$ cat src/design/axil_demux_pkg.sv
package axil_demux_pkg;

  // --------------------------------------------------
  // bus widths
  // --------------------------------------------------
  localparam int unsigned ADDR_W = 32;
  localparam int unsigned DATA_W = 32;
  localparam int unsigned STRB_W = DATA_W / 8;

  typedef logic [ADDR_W-1:0] addr_t;
  typedef logic [DATA_W-1:0] data_t;
  typedef logic [STRB_W-1:0] strb_t;
  typedef logic [1:0]        resp_t;

  // --------------------------------------------------
  // channel payloads
  // --------------------------------------------------
  typedef struct packed {
    addr_t      addr;
    logic [2:0] prot;
  } aw_chan_t;

  typedef struct packed {
    data_t data;
    strb_t strb;
  } w_chan_t;

  typedef struct packed {
    resp_t resp;
  } b_chan_t;

  typedef struct packed {
    addr_t      addr;
    logic [2:0] prot;
  } ar_chan_t;

  typedef struct packed {
    data_t data;
    resp_t resp;
  } r_chan_t;

  // manager to subordinate direction
  typedef struct packed {
    aw_chan_t aw;
    logic     aw_valid;
    w_chan_t  w;
    logic     w_valid;
    logic     b_ready;
    ar_chan_t ar;
    logic     ar_valid;
    logic     r_ready;
  } axil_req_t;

  // subordinate to manager direction
  typedef struct packed {
    logic     aw_ready;
    logic     w_ready;
    b_chan_t  b;
    logic     b_valid;
    logic     ar_ready;
    r_chan_t  r;
    logic     r_valid;
  } axil_rsp_t;

endpackage
$ cat src/design/axil_demux.sv
`timescale 1ns/1ps

module axil_demux #(
  parameter int unsigned NUM_PORTS = 4,
  parameter int unsigned MAX_TRANS = 4,
  localparam int unsigned SEL_W    = $clog2(NUM_PORTS)
) (
  input  logic                                      clk_i,
  input  logic                                      rst_i,
  input  axil_demux_pkg::axil_req_t                 sbr_req_i,
  input  logic [SEL_W-1:0]                          aw_select_i,
  input  logic [SEL_W-1:0]                          ar_select_i,
  output axil_demux_pkg::axil_rsp_t                 sbr_rsp_o,
  output axil_demux_pkg::axil_req_t [NUM_PORTS-1:0] mgr_req_o,
  input  axil_demux_pkg::axil_rsp_t [NUM_PORTS-1:0] mgr_rsp_i
);

  axil_demux_pkg::aw_chan_t [NUM_PORTS-1:0] mgr_aw;
  logic [NUM_PORTS-1:0]                     mgr_aw_valid;
  logic [NUM_PORTS-1:0]                     mgr_aw_ready;
  axil_demux_pkg::w_chan_t  [NUM_PORTS-1:0] mgr_w;
  logic [NUM_PORTS-1:0]                     mgr_w_valid;
  logic [NUM_PORTS-1:0]                     mgr_w_ready;
  axil_demux_pkg::b_chan_t  [NUM_PORTS-1:0] mgr_b;
  logic [NUM_PORTS-1:0]                     mgr_b_valid;
  logic [NUM_PORTS-1:0]                     mgr_b_ready;
  axil_demux_pkg::ar_chan_t [NUM_PORTS-1:0] mgr_ar;
  logic [NUM_PORTS-1:0]                     mgr_ar_valid;
  logic [NUM_PORTS-1:0]                     mgr_ar_ready;
  axil_demux_pkg::r_chan_t  [NUM_PORTS-1:0] mgr_r;
  logic [NUM_PORTS-1:0]                     mgr_r_valid;
  logic [NUM_PORTS-1:0]                     mgr_r_ready;

  axil_demux_write #(
    .NUM_PORTS (NUM_PORTS),
    .MAX_TRANS (MAX_TRANS)
  ) write_path (
    .clk_i          (clk_i),
    .rst_i          (rst_i),
    .aw_i           (sbr_req_i.aw),
    .aw_valid_i     (sbr_req_i.aw_valid),
    .aw_select_i    (aw_select_i),
    .aw_ready_o     (sbr_rsp_o.aw_ready),
    .w_i            (sbr_req_i.w),
    .w_valid_i      (sbr_req_i.w_valid),
    .w_ready_o      (sbr_rsp_o.w_ready),
    .b_o            (sbr_rsp_o.b),
    .b_valid_o      (sbr_rsp_o.b_valid),
    .b_ready_i      (sbr_req_i.b_ready),
    .mgr_aw_o       (mgr_aw),
    .mgr_aw_valid_o (mgr_aw_valid),
    .mgr_aw_ready_i (mgr_aw_ready),
    .mgr_w_o        (mgr_w),
    .mgr_w_valid_o  (mgr_w_valid),
    .mgr_w_ready_i  (mgr_w_ready),
    .mgr_b_i        (mgr_b),
    .mgr_b_valid_i  (mgr_b_valid),
    .mgr_b_ready_o  (mgr_b_ready)
  );

  axil_demux_read #(
    .NUM_PORTS (NUM_PORTS),
    .MAX_TRANS (MAX_TRANS)
  ) read_path (
    .clk_i          (clk_i),
    .rst_i          (rst_i),
    .ar_i           (sbr_req_i.ar),
    .ar_valid_i     (sbr_req_i.ar_valid),
    .ar_select_i    (ar_select_i),
    .ar_ready_o     (sbr_rsp_o.ar_ready),
    .r_o            (sbr_rsp_o.r),
    .r_valid_o      (sbr_rsp_o.r_valid),
    .r_ready_i      (sbr_req_i.r_ready),
    .mgr_ar_o       (mgr_ar),
    .mgr_ar_valid_o (mgr_ar_valid),
    .mgr_ar_ready_i (mgr_ar_ready),
    .mgr_r_i        (mgr_r),
    .mgr_r_valid_i  (mgr_r_valid),
    .mgr_r_ready_o  (mgr_r_ready)
  );

  // repack per-channel arrays into the manager-side port structs
  for (genvar i = 0; i < NUM_PORTS; i++) begin : gen_port
    assign mgr_req_o[i].aw       = mgr_aw[i];
    assign mgr_req_o[i].aw_valid = mgr_aw_valid[i];
    assign mgr_req_o[i].w        = mgr_w[i];
    assign mgr_req_o[i].w_valid  = mgr_w_valid[i];
    assign mgr_req_o[i].b_ready  = mgr_b_ready[i];
    assign mgr_req_o[i].ar       = mgr_ar[i];
    assign mgr_req_o[i].ar_valid = mgr_ar_valid[i];
    assign mgr_req_o[i].r_ready  = mgr_r_ready[i];

    assign mgr_aw_ready[i] = mgr_rsp_i[i].aw_ready;
    assign mgr_w_ready[i]  = mgr_rsp_i[i].w_ready;
    assign mgr_b[i]        = mgr_rsp_i[i].b;
    assign mgr_b_valid[i]  = mgr_rsp_i[i].b_valid;
    assign mgr_ar_ready[i] = mgr_rsp_i[i].ar_ready;
    assign mgr_r[i]        = mgr_rsp_i[i].r;
    assign mgr_r_valid[i]  = mgr_rsp_i[i].r_valid;
  end

endmodule

$ cat src/design/axil_demux_read.sv
`timescale 1ns/1ps

module axil_demux_read #(
  parameter int unsigned NUM_PORTS = 4,
  parameter int unsigned MAX_TRANS = 4,
  localparam int unsigned SEL_W    = $clog2(NUM_PORTS)
) (
  input  logic                                     clk_i,
  input  logic                                     rst_i,
  // subordinate side
  input  axil_demux_pkg::ar_chan_t                 ar_i,
  input  logic                                     ar_valid_i,
  input  logic [SEL_W-1:0]                         ar_select_i,
  output logic                                     ar_ready_o,
  output axil_demux_pkg::r_chan_t                  r_o,
  output logic                                     r_valid_o,
  input  logic                                     r_ready_i,
  // manager side
  output axil_demux_pkg::ar_chan_t [NUM_PORTS-1:0] mgr_ar_o,
  output logic [NUM_PORTS-1:0]                     mgr_ar_valid_o,
  input  logic [NUM_PORTS-1:0]                     mgr_ar_ready_i,
  input  axil_demux_pkg::r_chan_t  [NUM_PORTS-1:0] mgr_r_i,
  input  logic [NUM_PORTS-1:0]                     mgr_r_valid_i,
  output logic [NUM_PORTS-1:0]                     mgr_r_ready_o
);

  logic             r_fifo_push;
  logic             r_fifo_full;
  logic             r_fifo_empty;
  logic [SEL_W-1:0] r_select;
  logic             r_xfer;

  // --------------------------------------------------
  // AR channel
  // --------------------------------------------------
  // only offered while there is room to record the target port
  assign ar_ready_o  = ~r_fifo_full & mgr_ar_ready_i[ar_select_i];
  assign r_fifo_push = ar_valid_i & ar_ready_o;

  select_fifo #(
    .DEPTH (MAX_TRANS),
    .WIDTH (SEL_W)
  ) r_fifo (
    .clk_i   (clk_i),
    .rst_i   (rst_i),
    .push_i  (r_fifo_push),
    .data_i  (ar_select_i),
    .pop_i   (r_xfer),
    .data_o  (r_select),
    .full_o  (r_fifo_full),
    .empty_o (r_fifo_empty)
  );

  // --------------------------------------------------
  // R channel
  // --------------------------------------------------
  // responses come back in AR order from the head port
  assign r_o       = r_fifo_empty ? '0 : mgr_r_i[r_select];
  assign r_valid_o = ~r_fifo_empty & mgr_r_valid_i[r_select];
  assign r_xfer    = r_valid_o & r_ready_i;

  for (genvar i = 0; i < NUM_PORTS; i++) begin : gen_port
    assign mgr_ar_o[i]       = ar_i;
    assign mgr_ar_valid_o[i] = ar_valid_i & ~r_fifo_full & (ar_select_i == SEL_W'(i));
    assign mgr_r_ready_o[i]  = ~r_fifo_empty & r_ready_i & (r_select == SEL_W'(i));
  end

endmodule

$ cat src/design/axil_demux_write.sv
`timescale 1ns/1ps

module axil_demux_write #(
  parameter int unsigned NUM_PORTS = 4,
  parameter int unsigned MAX_TRANS = 4,
  localparam int unsigned SEL_W    = $clog2(NUM_PORTS)
) (
  input  logic                                     clk_i,
  input  logic                                     rst_i,
  // subordinate side
  input  axil_demux_pkg::aw_chan_t                 aw_i,
  input  logic                                     aw_valid_i,
  input  logic [SEL_W-1:0]                         aw_select_i,
  output logic                                     aw_ready_o,
  input  axil_demux_pkg::w_chan_t                  w_i,
  input  logic                                     w_valid_i,
  output logic                                     w_ready_o,
  output axil_demux_pkg::b_chan_t                  b_o,
  output logic                                     b_valid_o,
  input  logic                                     b_ready_i,
  // manager side
  output axil_demux_pkg::aw_chan_t [NUM_PORTS-1:0] mgr_aw_o,
  output logic [NUM_PORTS-1:0]                     mgr_aw_valid_o,
  input  logic [NUM_PORTS-1:0]                     mgr_aw_ready_i,
  output axil_demux_pkg::w_chan_t  [NUM_PORTS-1:0] mgr_w_o,
  output logic [NUM_PORTS-1:0]                     mgr_w_valid_o,
  input  logic [NUM_PORTS-1:0]                     mgr_w_ready_i,
  input  axil_demux_pkg::b_chan_t  [NUM_PORTS-1:0] mgr_b_i,
  input  logic [NUM_PORTS-1:0]                     mgr_b_valid_i,
  output logic [NUM_PORTS-1:0]                     mgr_b_ready_o
);

  logic             lock_d;
  logic             lock_q;
  logic             w_fifo_push;
  logic             w_fifo_full;
  logic             w_fifo_empty;
  logic [SEL_W-1:0] w_select;
  logic             w_beat_ok;
  logic             w_xfer;
  logic             b_fifo_full;
  logic             b_fifo_empty;
  logic [SEL_W-1:0] b_select;
  logic             b_xfer;

  // --------------------------------------------------
  // AW channel
  // --------------------------------------------------
  always_comb begin
    lock_d         = lock_q;
    aw_ready_o     = 1'b0;
    mgr_aw_valid_o = '0;
    w_fifo_push    = 1'b0;
    if (lock_q) begin
      // select already queued, keep presenting until accepted
      mgr_aw_valid_o[aw_select_i] = 1'b1;
      if (mgr_aw_ready_i[aw_select_i]) begin
        aw_ready_o = 1'b1;
        lock_d     = 1'b0;
      end
    end else if (aw_valid_i && !w_fifo_full) begin
      w_fifo_push                 = 1'b1;
      mgr_aw_valid_o[aw_select_i] = 1'b1;
      if (mgr_aw_ready_i[aw_select_i]) begin
        aw_ready_o = 1'b1;
      end else begin
        lock_d = 1'b1;
      end
    end
  end

  always_ff @(posedge clk_i) begin
    if (rst_i) begin
      lock_q <= 1'b0;
    end else begin
      lock_q <= lock_d;
    end
  end

  select_fifo #(
    .DEPTH (MAX_TRANS),
    .WIDTH (SEL_W)
  ) w_fifo (
    .clk_i   (clk_i),
    .rst_i   (rst_i),
    .push_i  (w_fifo_push),
    .data_i  (aw_select_i),
    .pop_i   (w_xfer),
    .data_o  (w_select),
    .full_o  (w_fifo_full),
    .empty_o (w_fifo_empty)
  );

  // --------------------------------------------------
  // W channel
  // --------------------------------------------------
  // a beat needs a target port and room to remember it for B
  assign w_beat_ok = ~w_fifo_empty & ~b_fifo_full;
  assign w_ready_o = w_beat_ok & mgr_w_ready_i[w_select];
  assign w_xfer    = w_valid_i & w_ready_o;

  select_fifo #(
    .DEPTH (MAX_TRANS),
    .WIDTH (SEL_W)
  ) b_fifo (
    .clk_i   (clk_i),
    .rst_i   (rst_i),
    .push_i  (w_xfer),
    .data_i  (w_select),
    .pop_i   (b_xfer),
    .data_o  (b_select),
    .full_o  (b_fifo_full),
    .empty_o (b_fifo_empty)
  );

  // --------------------------------------------------
  // B channel
  // --------------------------------------------------
  assign b_o       = b_fifo_empty ? '0 : mgr_b_i[b_select];
  assign b_valid_o = ~b_fifo_empty & mgr_b_valid_i[b_select];
  assign b_xfer    = b_valid_o & b_ready_i;

  // payloads go everywhere, valids and readies only to the selected port
  for (genvar i = 0; i < NUM_PORTS; i++) begin : gen_port
    assign mgr_aw_o[i]      = aw_i;
    assign mgr_w_o[i]       = w_i;
    assign mgr_w_valid_o[i] = w_beat_ok & w_valid_i & (w_select == SEL_W'(i));
    assign mgr_b_ready_o[i] = ~b_fifo_empty & b_ready_i & (b_select == SEL_W'(i));
  end

endmodule

$ cat src/design/select_fifo.sv
`timescale 1ns/1ps

module select_fifo #(
  parameter int unsigned DEPTH = 4,
  parameter int unsigned WIDTH = 2
) (
  input  logic             clk_i,
  input  logic             rst_i,
  input  logic             push_i,
  input  logic [WIDTH-1:0] data_i,
  input  logic             pop_i,
  output logic [WIDTH-1:0] data_o,
  output logic             full_o,
  output logic             empty_o
);

  localparam int unsigned PTR_W = (DEPTH > 1) ? $clog2(DEPTH) : 1;
  localparam int unsigned CNT_W = $clog2(DEPTH + 1);

  logic [WIDTH-1:0] mem_q [DEPTH];
  logic [PTR_W-1:0] wr_ptr_q;
  logic [PTR_W-1:0] rd_ptr_q;
  logic [CNT_W-1:0] count_q;
  logic             do_push;
  logic             do_pop;

  // wrap at DEPTH, which need not be a power of two
  function automatic logic [PTR_W-1:0] next_ptr(input logic [PTR_W-1:0] ptr);
    return (ptr == PTR_W'(DEPTH - 1)) ? '0 : ptr + 1'b1;
  endfunction

  assign full_o  = (count_q == CNT_W'(DEPTH));
  assign empty_o = (count_q == '0);
  assign do_push = push_i & ~full_o;
  assign do_pop  = pop_i & ~empty_o;

  // head entry comes straight from the storage registers
  assign data_o = mem_q[rd_ptr_q];

  always_ff @(posedge clk_i) begin
    if (do_push) begin
      mem_q[wr_ptr_q] <= data_i;
    end
  end

  always_ff @(posedge clk_i) begin
    if (rst_i) begin
      wr_ptr_q <= '0;
      rd_ptr_q <= '0;
      count_q  <= '0;
    end else begin
      if (do_push) begin
        wr_ptr_q <= next_ptr(wr_ptr_q);
      end
      if (do_pop) begin
        rd_ptr_q <= next_ptr(rd_ptr_q);
      end
      case ({do_push, do_pop})
        2'b10:   count_q <= count_q + 1'b1;
        2'b01:   count_q <= count_q - 1'b1;
        default: count_q <= count_q;
      endcase
    end
  end

endmodule

$ cat config.mk
export PLATFORM = sky130hd
export DESIGN_NAME = axil_demux
export DESIGN_NICKNAME = d
export VERILOG_FILES = /design/src/design/axil_demux_pkg.sv /design/src/design/axil_demux.sv /design/src/design/axil_demux_read.sv /design/src/design/axil_demux_write.sv /design/src/design/select_fifo.sv
export SDC_FILE = /design/constraint.sdc
export NUM_CORES = 1
export LEC_CHECK = 0
export BUFFER_PORTS_ARGS = -buffer_cell sky130_fd_sc_hd__buf_2
export CAP_MARGIN = 40
export CORE_AREA = 8 8 293 295
export DETAILED_ROUTE_END_ITERATION = 8
export DIE_AREA = 0 0 301 303
export PLACE_DENSITY = 0.3
export SLEW_MARGIN = 25
export SYNTH_ARGS = -nofsm -noshare
export SYNTH_HDL_FRONTEND = slang
export SYNTH_SLANG_ARGS = --single-unit
$ cat constraint.sdc
create_clock -name clk_i -period 3.73 [get_ports clk_i]
set_clock_uncertainty 0.05 [all_clocks]
set_input_delay 0.1865 -clock clk_i [delete_from_list [all_inputs] [get_ports clk_i]]
set_output_delay 0.1865 -clock clk_i [all_outputs]
set_load 0.02 [all_outputs]
* Word-level counts from Yosys, hierarchy flattened *
Memory sizes are Yosys's and may differ from the RTL's. A register that Yosys moved wholly into a read port is not among the register bits.
Index checks and enable logic that the tools add are counted.

storage, ports and cells
  memory bits (writable) = 24
  output and inout port bits = 485
  memories = 3
  flip-flop bits (word level) = 22
  logic and storage cells = 161
  input port bits = 281

memories
  memory                   words  width  read ports  clocked after Yosys merged registers in  wr ports  line               source
  read_path.r_fifo.mem_q   4      2      1           1                                        1         select_fifo.sv:20  logic [WIDTH-1:0] mem_q [DEPTH];
  write_path.b_fifo.mem_q  4      2      1           1                                        1         select_fifo.sv:20
  write_path.w_fifo.mem_q  4      2      1           1                                        1         select_fifo.sv:20

cells by class
  bitwise logic cells = 41
  multiplexer cells = 49
  equality and inequality tests = 27
  order comparisons = 6
  reduce and logical (&&, ||, !) cells = 13
  $add $sub $neg = 12

operator list
  cell                   count
  $bmux W34 S2           1
  $mux W34               2
  $and A1 B1 Y1          35
  $eq A2 B2 Y1 const B   17
  $mux W2                14
  $mux W1                20
  $pmux W3 S2            3
  $lt A2 B3 Y1 const B   5
  $eq A2 B1 Y1 const B   7
  $add A2 B1 Y2 const B  6
  $bmux W1 S2            5
  $add A3 B1 Y3 const B  3
  $eq A3 B3 Y1 const B   3
  $logic_not A3 Y1       3
  $sub A3 B1 Y3 const B  3
  $logic_not A2 Y1       4
  $mux W4                2
  $not A1 Y1             6
  $reduce_bool A2 Y1     3
  $bmux W2 S2            1
  $demux W1 S2           1
  $ge A2 B1 Y1 const B   1
  $logic_and A1 B1 Y1    2
  $logic_not A1 Y1       1

* Logic depth before layout (Yosys ltp) *
Gate-level depths: netlist of the first run.

  word-level depth = 8
  gate-level depth with buffers = 11
  gate-level depth less buffers = 10

* Hierarchy *
From an unflattened synthesis of the first run, not the netlist that was laid out.

second synthesis, totals
  cell total of the unflattened synthesis = 778
  area total of the unflattened synthesis = 7,308.3 µm²

modules (own cells, without submodules)
  module            area an instance (µm²)  instances  seq. area each (µm²)  cells each
  axil_demux_write  2,473.6                 1          20.0                  318
  axil_demux_read   2,451.1                 1          0.0                   274
  select_fifo       794.5                   3          420.4                 62

* Worst setup path before layout of the first run *
No wires, ideal clock.

  kind = register -> register
  start = reg with a tool-made name
  end = reg read_path.r_fifo.count_q[2]
  clock period less this slack = 2.910 ns
  arrival time = 2.790 ns
  library setup time = 0.071 ns
  setup slack = 0.820 ns
  cell stages (with the launch flop) = 12
  required time = 3.609 ns
  path buffers = 1
  cells stage by stage = dfxtp_1 > mux4_2 > buf_6 > inv_1 > mux2_2 > nor2_4 > ha_1 > inv_1 > fa_1 > xor2_1 > or3_1 > a21oi_1

RTL lines
  what                    line               source
  end signal: assignment  select_fifo.sv:59  2'b10: count_q <= count_q + 1'b1;
  end signal: assignment  select_fifo.sv:60  2'b01: count_q <= count_q - 1'b1;
  end signal: assignment  select_fifo.sv:61  default: count_q <= count_q;
  end: declaration        select_fifo.sv:23  logic [CNT_W-1:0] count_q;

==> flow_metrics.tcl, run 1 <==
set metrics [dict create \
    ys_seq_elements 52 \
    vias 3979 \
    synthAdderAreaFrac 0.0406 \
    ys_seq_area_frac 0.183 \
    grt_max_degree 37 \
    p_int_mw 1.38 \
    grt_usage 0.0633 \
    nets 858 \
    clk_latency_ns 0.31 \
    synth-xor-area-share 0.00749 \
    htreeDepth 2 \
    cp.arrival_ns 3.25 \
    mostFrequentLayoutCell "buf_2" \
    final_layout_size_suffix_gt1_frac 0.539 \
    crit_path_start_kind "flip-flop" \
    hold_viol 0 \
    setup_tns_ns 0 \
    synthMuxAreaShare 0.169 \
    synthToLayoutAreaGrowth_pct -8.66 \
    synth_top_family_by_area "buffers and inverters" \
    worst_ir_drop_vdd_mv 0.189 \
    fmax_mhz 326 \
    avgRoutedWirePerCell_microns 19.2 \
    initial_core_util 0.0865 \
    placed_cell_area_sq_um 6260 \
    worstPathCellList "mux4_2 > or3b_4 > o22ai_2 > ha_1 > inv_1 > fa_1 > xor2_1 > or3_1 > a21oi_1" \
    holdBufCountCts 0 \
    io_buffers 235 \
    p_comb_frac 0.507 \
    fp.dieArea_sq_um 91200 \
    grt_pass1_wl_mm 39.7 \
    cp_max_fo 6 \
    syn_area_per_cell_sq_um 9.31 \
    p_seq_frac 0.289 \
    required_ns 3.92 \
    min_path_type "in -> reg" \
    synth_cell_type_count 36 \
    cts_tree "yes" \
    antenna_found_initial 3 \
    p_leak_nw 2.41 \
    crit_type "reg -> reg" \
    cts_root_buffer "clkbuf_16" \
    worst_pin_slew_ns 0.769 \
    powerDensity_nw_per_um2 381 \
    post-dp-hpwl_mm 27.8 \
    core_sq_um 81200 \
    final_cell_mix "buf_2, mux4_2, nor2b_1" \
    die_h_microns 303 \
    switching_power_mw 1.06 \
    maxCapViolCount 0 \
    clk_path_buf_depth 2 \
    rr_worst_depth 9 \
    sw_frac_of_total 0.435 \
    routed_wl_mm 31.2 \
    cts_resized 0 \
    synth_warnings 0 \
    finalSetupViolations 0 \
    remaining_drc_errors 0 \
    cts.sinks 52 \
    viasPerCell 2.44 \
    slew_violations 0 \
    min_period_ns 3.07 \
    fp-row-count 105 \
    synth-simple-area-share 0.0968 \
    worstReg2RegEnd "write_path.b_fifo.count_q[2]" \
    gp_congestion 0.708 \
    p_clk_frac 0.203 \
    status "completed" \
    path_clk_slew_ns 0.08 \
    ios 766 \
    rsz0062_at_grt "false" \
    ant_nets 0 \
    hold_start "aw_select_i[1]" \
    slowest_delay_ns 0.62 \
    cts_buffers 5 \
    synth_nets 1056 \
    grt_pass1_vias 4526 \
    grt_overflow 0 \
    regToRegSetupSlack_ns 0.66 \
    die-width_microns 301 \
    relSlewSlack 0.487 \
    final_area_sq_um 6410 \
    synth-compound-area-share 0.0189 \
    period_share 0.822 \
    netlist_instances 754 \
    drt_iter0_drc 157 \
    post_cts_buffers 0 \
    netlist_area_sq_um 7020 \
    cp_slowest_cell "mux4_2" \
    dr.pass1.iters 6 \
    end_kind "flip-flop" \
    hold_depth 1 \
    hold_end "write_path.w_fifo.mem_q[2][1]" \
]
## final cells by class
| type | count | area (sq um) |
|---|---|---|
| multi-input cells | 235 | 2340 |
| well taps | 1070 | 1340 |
| flip-flops and latches | 52 | 1280 |
| clock buffers | 5 | 125 |
| repair buffers | 240 | 1210 |
| clock inverters | 3 | 27.5 |
| fillers | 9536 | 74800 |
| inverters | 22 | 82.6 |
| diodes | 1 | 2.50 |
## Yosys cell counts, drive strengths merged
library cell / n / share of area
buf: 439 / 0.47
mux4: 44 / 0.14
nor2b: 39 / 0.035
nor2: 38 / 0.021
dfxtp: 28 / 0.080
edfxtp: 24 / 0.10
inv: 22 / 0.012
ha: 18 / 0.032
mux2i: 16 / 0.023
nor3: 11 / 0.0078
a21oi: 10 / 0.0071
and2: 10 / 0.0089
and3: 6 / 0.0053
clkbuf: 6 / 0.0032
nand2: 6 / 0.0032
xor2: 6 / 0.0075
nand2b: 4 / 0.0036
o21ai: 4 / 0.0029
fa: 3 / 0.0086
mux2: 3 / 0.0048
or3: 3 / 0.0027
a21boi: 2 / 0.0021
o22ai: 2 / 0.0036
o31ai: 2 / 0.0021
or3b: 2 / 0.0029
a211oi: 1 / 0.0011
and3b: 1 / 0.0012
nand3b: 1 / 0.0011
nand4b: 1 / 0.0012
nand4bb: 1 / 0.0016
nor3b: 1 / 0.0011
## metrics by stage
stage	total power [mW]	cells	hold slack (ns)	worst slack, ns	util
floorplan	2.12	754	0.235	0.820	-
global placement	1.99	1619	0.323	0.697	0.0771
detailed placement	1.99	1619	0.323	0.664	0.0771
CTS	2.53	1627	0.122	0.591	0.0789
global route	2.65	1627	0.140	0.511	0.0789
finish	2.44	1628	0.132	0.665	0.0790
## power by group through the flow
stage / combinational, mW / sequential (mW) / clock, mW
detailed placement: 1.27 / 0.721 / 0
finish: 1.24 / 0.707 / 0.497
global placement: 1.27 / 0.722 / 0
global route: 1.37 / 0.717 / 0.556
floorplan: 1.41 / 0.708 / 0
CTS: 1.28 / 0.708 / 0.541
## critical path: cells and delay by family (launching register included)
| kind | cells | cell delay, ns |
|---|---|---|
| xor+xnor | 1 | 0.16 |
| fa+ha+maj | 2 | 0.61 |
| flops | 1 | 0.38 |
| buf+inv | 1 | 0.06 |
| simple gates | 2 | 0.73 |
| compound gates | 2 | 0.39 |
| mux | 1 | 0.62 |
## per-layer routing
layer	share of wire	track usage
met4	0.039	0.0249
met5	0.0099	0.0227
met1	0.33	0.0631
met3	0.27	0.0765
met2	0.35	0.0759
## how the worst max path moves through the flow
| stage | startpoint | to | slack (ns) | cells past startpoint |
|---|---|---|---|---|
| 5_1_grt | flip-flop | sbr_rsp_o[21] | 0.51 | 5 |
| 6_report | flip-flop | write_path.b_fifo.count_q[2] | 0.66 | 9 |
| 4_1_cts | flip-flop | sbr_rsp_o[14] | 0.59 | 5 |
| 3_5_place_dp | flip-flop | write_path.b_fifo.count_q[2] | 0.66 | 11 |
| 3_3_place_gp | flip-flop | read_path.r_fifo.count_q[2] | 0.70 | 10 |
| 2_1_floorplan | flip-flop | read_path.r_fifo.count_q[2] | 0.82 | 11 |
## logic make-up after synthesis
kind of cell             after synthesis
XOR/XNOR                               6
adder cells (fa/ha/maj)               21
AND/OR/NAND/NOR                      124
AO/OA/AOI/OAI                         21
multiplexers                          63
flip-flops                            52
buffers and inverters                467
Power figures use the tool's default switching activity.
==> inputs of run 2 (changes only) <==
==> constraint.sdc (replaced) <==
create_clock -name clk_i -period 3 [get_ports clk_i]
set_clock_uncertainty 0.05 [all_clocks]
set_input_delay 0.15 -clock clk_i [delete_from_list [all_inputs] [get_ports clk_i]]
set_output_delay 0.15 -clock clk_i [all_outputs]
set_load 0.02 [all_outputs]
==> run 2 against run 1 <==
Compared with the run above:
- first-iteration DRC count up 41%
- critical path type unchanged
- highest routed layer unchanged
- largest power group unchanged
- non-clock buffer count up 9
- routed wire length down 0.33%
- sequential cell count unchanged
- critical endpoint unchanged
- clock power up 26%
- cell count up 0.61%
- core utilization up 0.18 points
- die area unchanged
- global-route usage about the same
- combinational power up 28%
==> flow_metrics.tcl, run 2 (same netlist as run 1, synthesis figures left out) <==
set metrics [dict create \
    switching_power_mw 1.32 \
    avgRoutedWirePerCell_microns 19.0 \
    final_cell_mix "buf_2, mux4_2, nor2b_1" \
    fp-row-count 105 \
    post-dp-hpwl_mm 27.6 \
    hold_start "ar_select_i[1]" \
    worstReg2RegEnd "write_path.b_fifo.count_q[2]" \
    worstPathCellList "mux4_2 > or3b_4 > o22ai_2 > ha_1 > inv_1 > fa_1 > xor2_1 > or3_1 > a21oi_1" \
    hold_viol 0 \
    cp_slowest_cell "mux4_2" \
    cp_max_fo 3 \
    viasPerCell 2.48 \
    slowest_delay_ns 0.53 \
    ant_nets 0 \
    worst_pin_slew_ns 0.604 \
    core_sq_um 81200 \
    routed_wl_mm 31.1 \
    grt_pass1_wl_mm 39.8 \
    cts_root_buffer "clkbuf_16" \
    multiInputGateArea_sq_um 2400 \
    p_clk_frac 0.202 \
    hold_depth 1 \
    setup_tns_ns 0 \
    htreeDepth 2 \
    initial_core_util 0.0865 \
    p_int_mw 1.77 \
    relSlewSlack 0.598 \
    p_seq_frac 0.285 \
    regToRegSetupSlack_ns 0.17 \
    rr_worst_depth 9 \
    fillCellCount 9530 \
    drt_iter0_drc 221 \
    cts_tree "yes" \
    rsz0062_at_grt "false" \
    required_ns 3.19 \
    clk_path_buf_depth 2 \
    crit_type "reg -> reg" \
    cts.sinks 52 \
    dr.pass1.iters 4 \
    placed_cell_area_sq_um 6310 \
    min_period_ns 2.83 \
    fmax_mhz 353 \
    p_leak_nw 2.46 \
    grt_max_degree 37 \
    sw_frac_of_total 0.428 \
    gp_congestion 0.725 \
    worst_ir_drop_vdd_mv 0.205 \
    die_h_microns 303 \
    final_area_sq_um 6560 \
    antenna_found_initial 4 \
    finalSetupViolations 0 \
    grt_pass1_vias 4537 \
    power.total_mw 3.10 \
    cts_buffers 5 \
    status "completed" \
    path_clk_slew_ns 0.08 \
    final_layout_size_suffix_gt1_frac 0.562 \
    nets 867 \
    synthToLayoutAreaGrowth_pct -6.52 \
    min_path_type "in -> reg" \
    maxCapViolCount 0 \
    powerDensity_nw_per_um2 472 \
    grt_overflow 0 \
    holdBufCountCts 0 \
    crit_path_start_kind "flip-flop" \
    vias 4070 \
    remaining_drc_errors 0 \
    p_comb_frac 0.513 \
    hold_end "read_path.r_fifo.mem_q[1][1]" \
    clk_latency_ns 0.31 \
    end_kind "flip-flop" \
    io_buffers 235 \
    cp.arrival_ns 3.03 \
    ios 766 \
    grt_usage 0.0636 \
    slew_violations 0 \
    die-width_microns 301 \
    fp.dieArea_sq_um 91200 \
    mostFrequentLayoutCell "buf_2" \
    utilization 0.0808 \
    period_share 0.944 \
    seq_area_sq_um 1290 \
]
==> run 2: critical path: cells and delay by family, from the launching register on <==
kind / cells / cell delay [ns]
xor+xnor: 1 / 0.16
compound gates: 2 / 0.31
mux: 1 / 0.53
flops: 1 / 0.36
simple gates: 2 / 0.72
fa+ha+maj: 2 / 0.57
buf+inv: 1 / 0.06
==> run 2: repair_timing <==
action / in CTS / in global routing
gates resized for setup: 0 / 15
setup endpoints to repair: 0 / 4
buffers inserted: 0 / 3
==> run 2: power by group through the flow <==
stage,clock [mW],combinational [mW],sequential [mW]
2_1_floorplan,0,1.76,0.880
3_3_place_gp,0,1.60,0.895
3_5_place_dp,0,1.59,0.898
4_1_cts,0.675,1.61,0.882
5_1_grt,0.690,1.78,0.894
6_report,0.625,1.59,0.883
==> run 2: how the worst max path moves through the flow <==
stage / start / endpoint / slack, ns / depth (start not counted)
final: flip-flop / write_path.b_fifo.count_q[2] / 0.17 / 9
after global routing: flip-flop / write_path.b_fifo.count_q[2] / 0.004 / 9
after CTS: flip-flop / write_path.b_fifo.count_q[2] / 0.03 / 10
after detailed placement: flip-flop / write_path.b_fifo.count_q[2] / 0.04 / 10
after global placement: flip-flop / read_path.r_fifo.count_q[2] / 0.11 / 10
after floorplan: flip-flop / read_path.r_fifo.count_q[2] / 0.09 / 11
==> run 2: metrics by stage <==
stage               hold slack, ns  setup slack (ns)  cells
floorplan                    0.199            0.0895    754
global placement             0.250             0.112   1625
detailed placement           0.250            0.0448   1625
CTS                         0.0679            0.0261   1633
global route                0.0933           0.00388   1636
finish                      0.0876             0.168   1638
==> run 2: area by class of cell <==
type,count,area share
antenna,2,0.000763
inverter,22,0.0126
tap,1070,0.204
clock inverter,3,0.00400
clock buffer,5,0.0191
sequential,52,0.196
multi-input combinational,235,0.366
timing repair buffer,249,0.197
==> run 2: per-layer routing <==
| metal | vias up | GRT usage | part of all wire |
|---|---|---|---|
| li1 | 1668 | - | - |
| met1 | 1785 | 0.0631 | 0.33 |
| met2 | 501 | 0.0762 | 0.35 |
| met3 | 106 | 0.0770 | 0.27 |
| met4 | 10 | 0.0249 | 0.039 |
| met5 | - | 0.0259 | 0.011 |
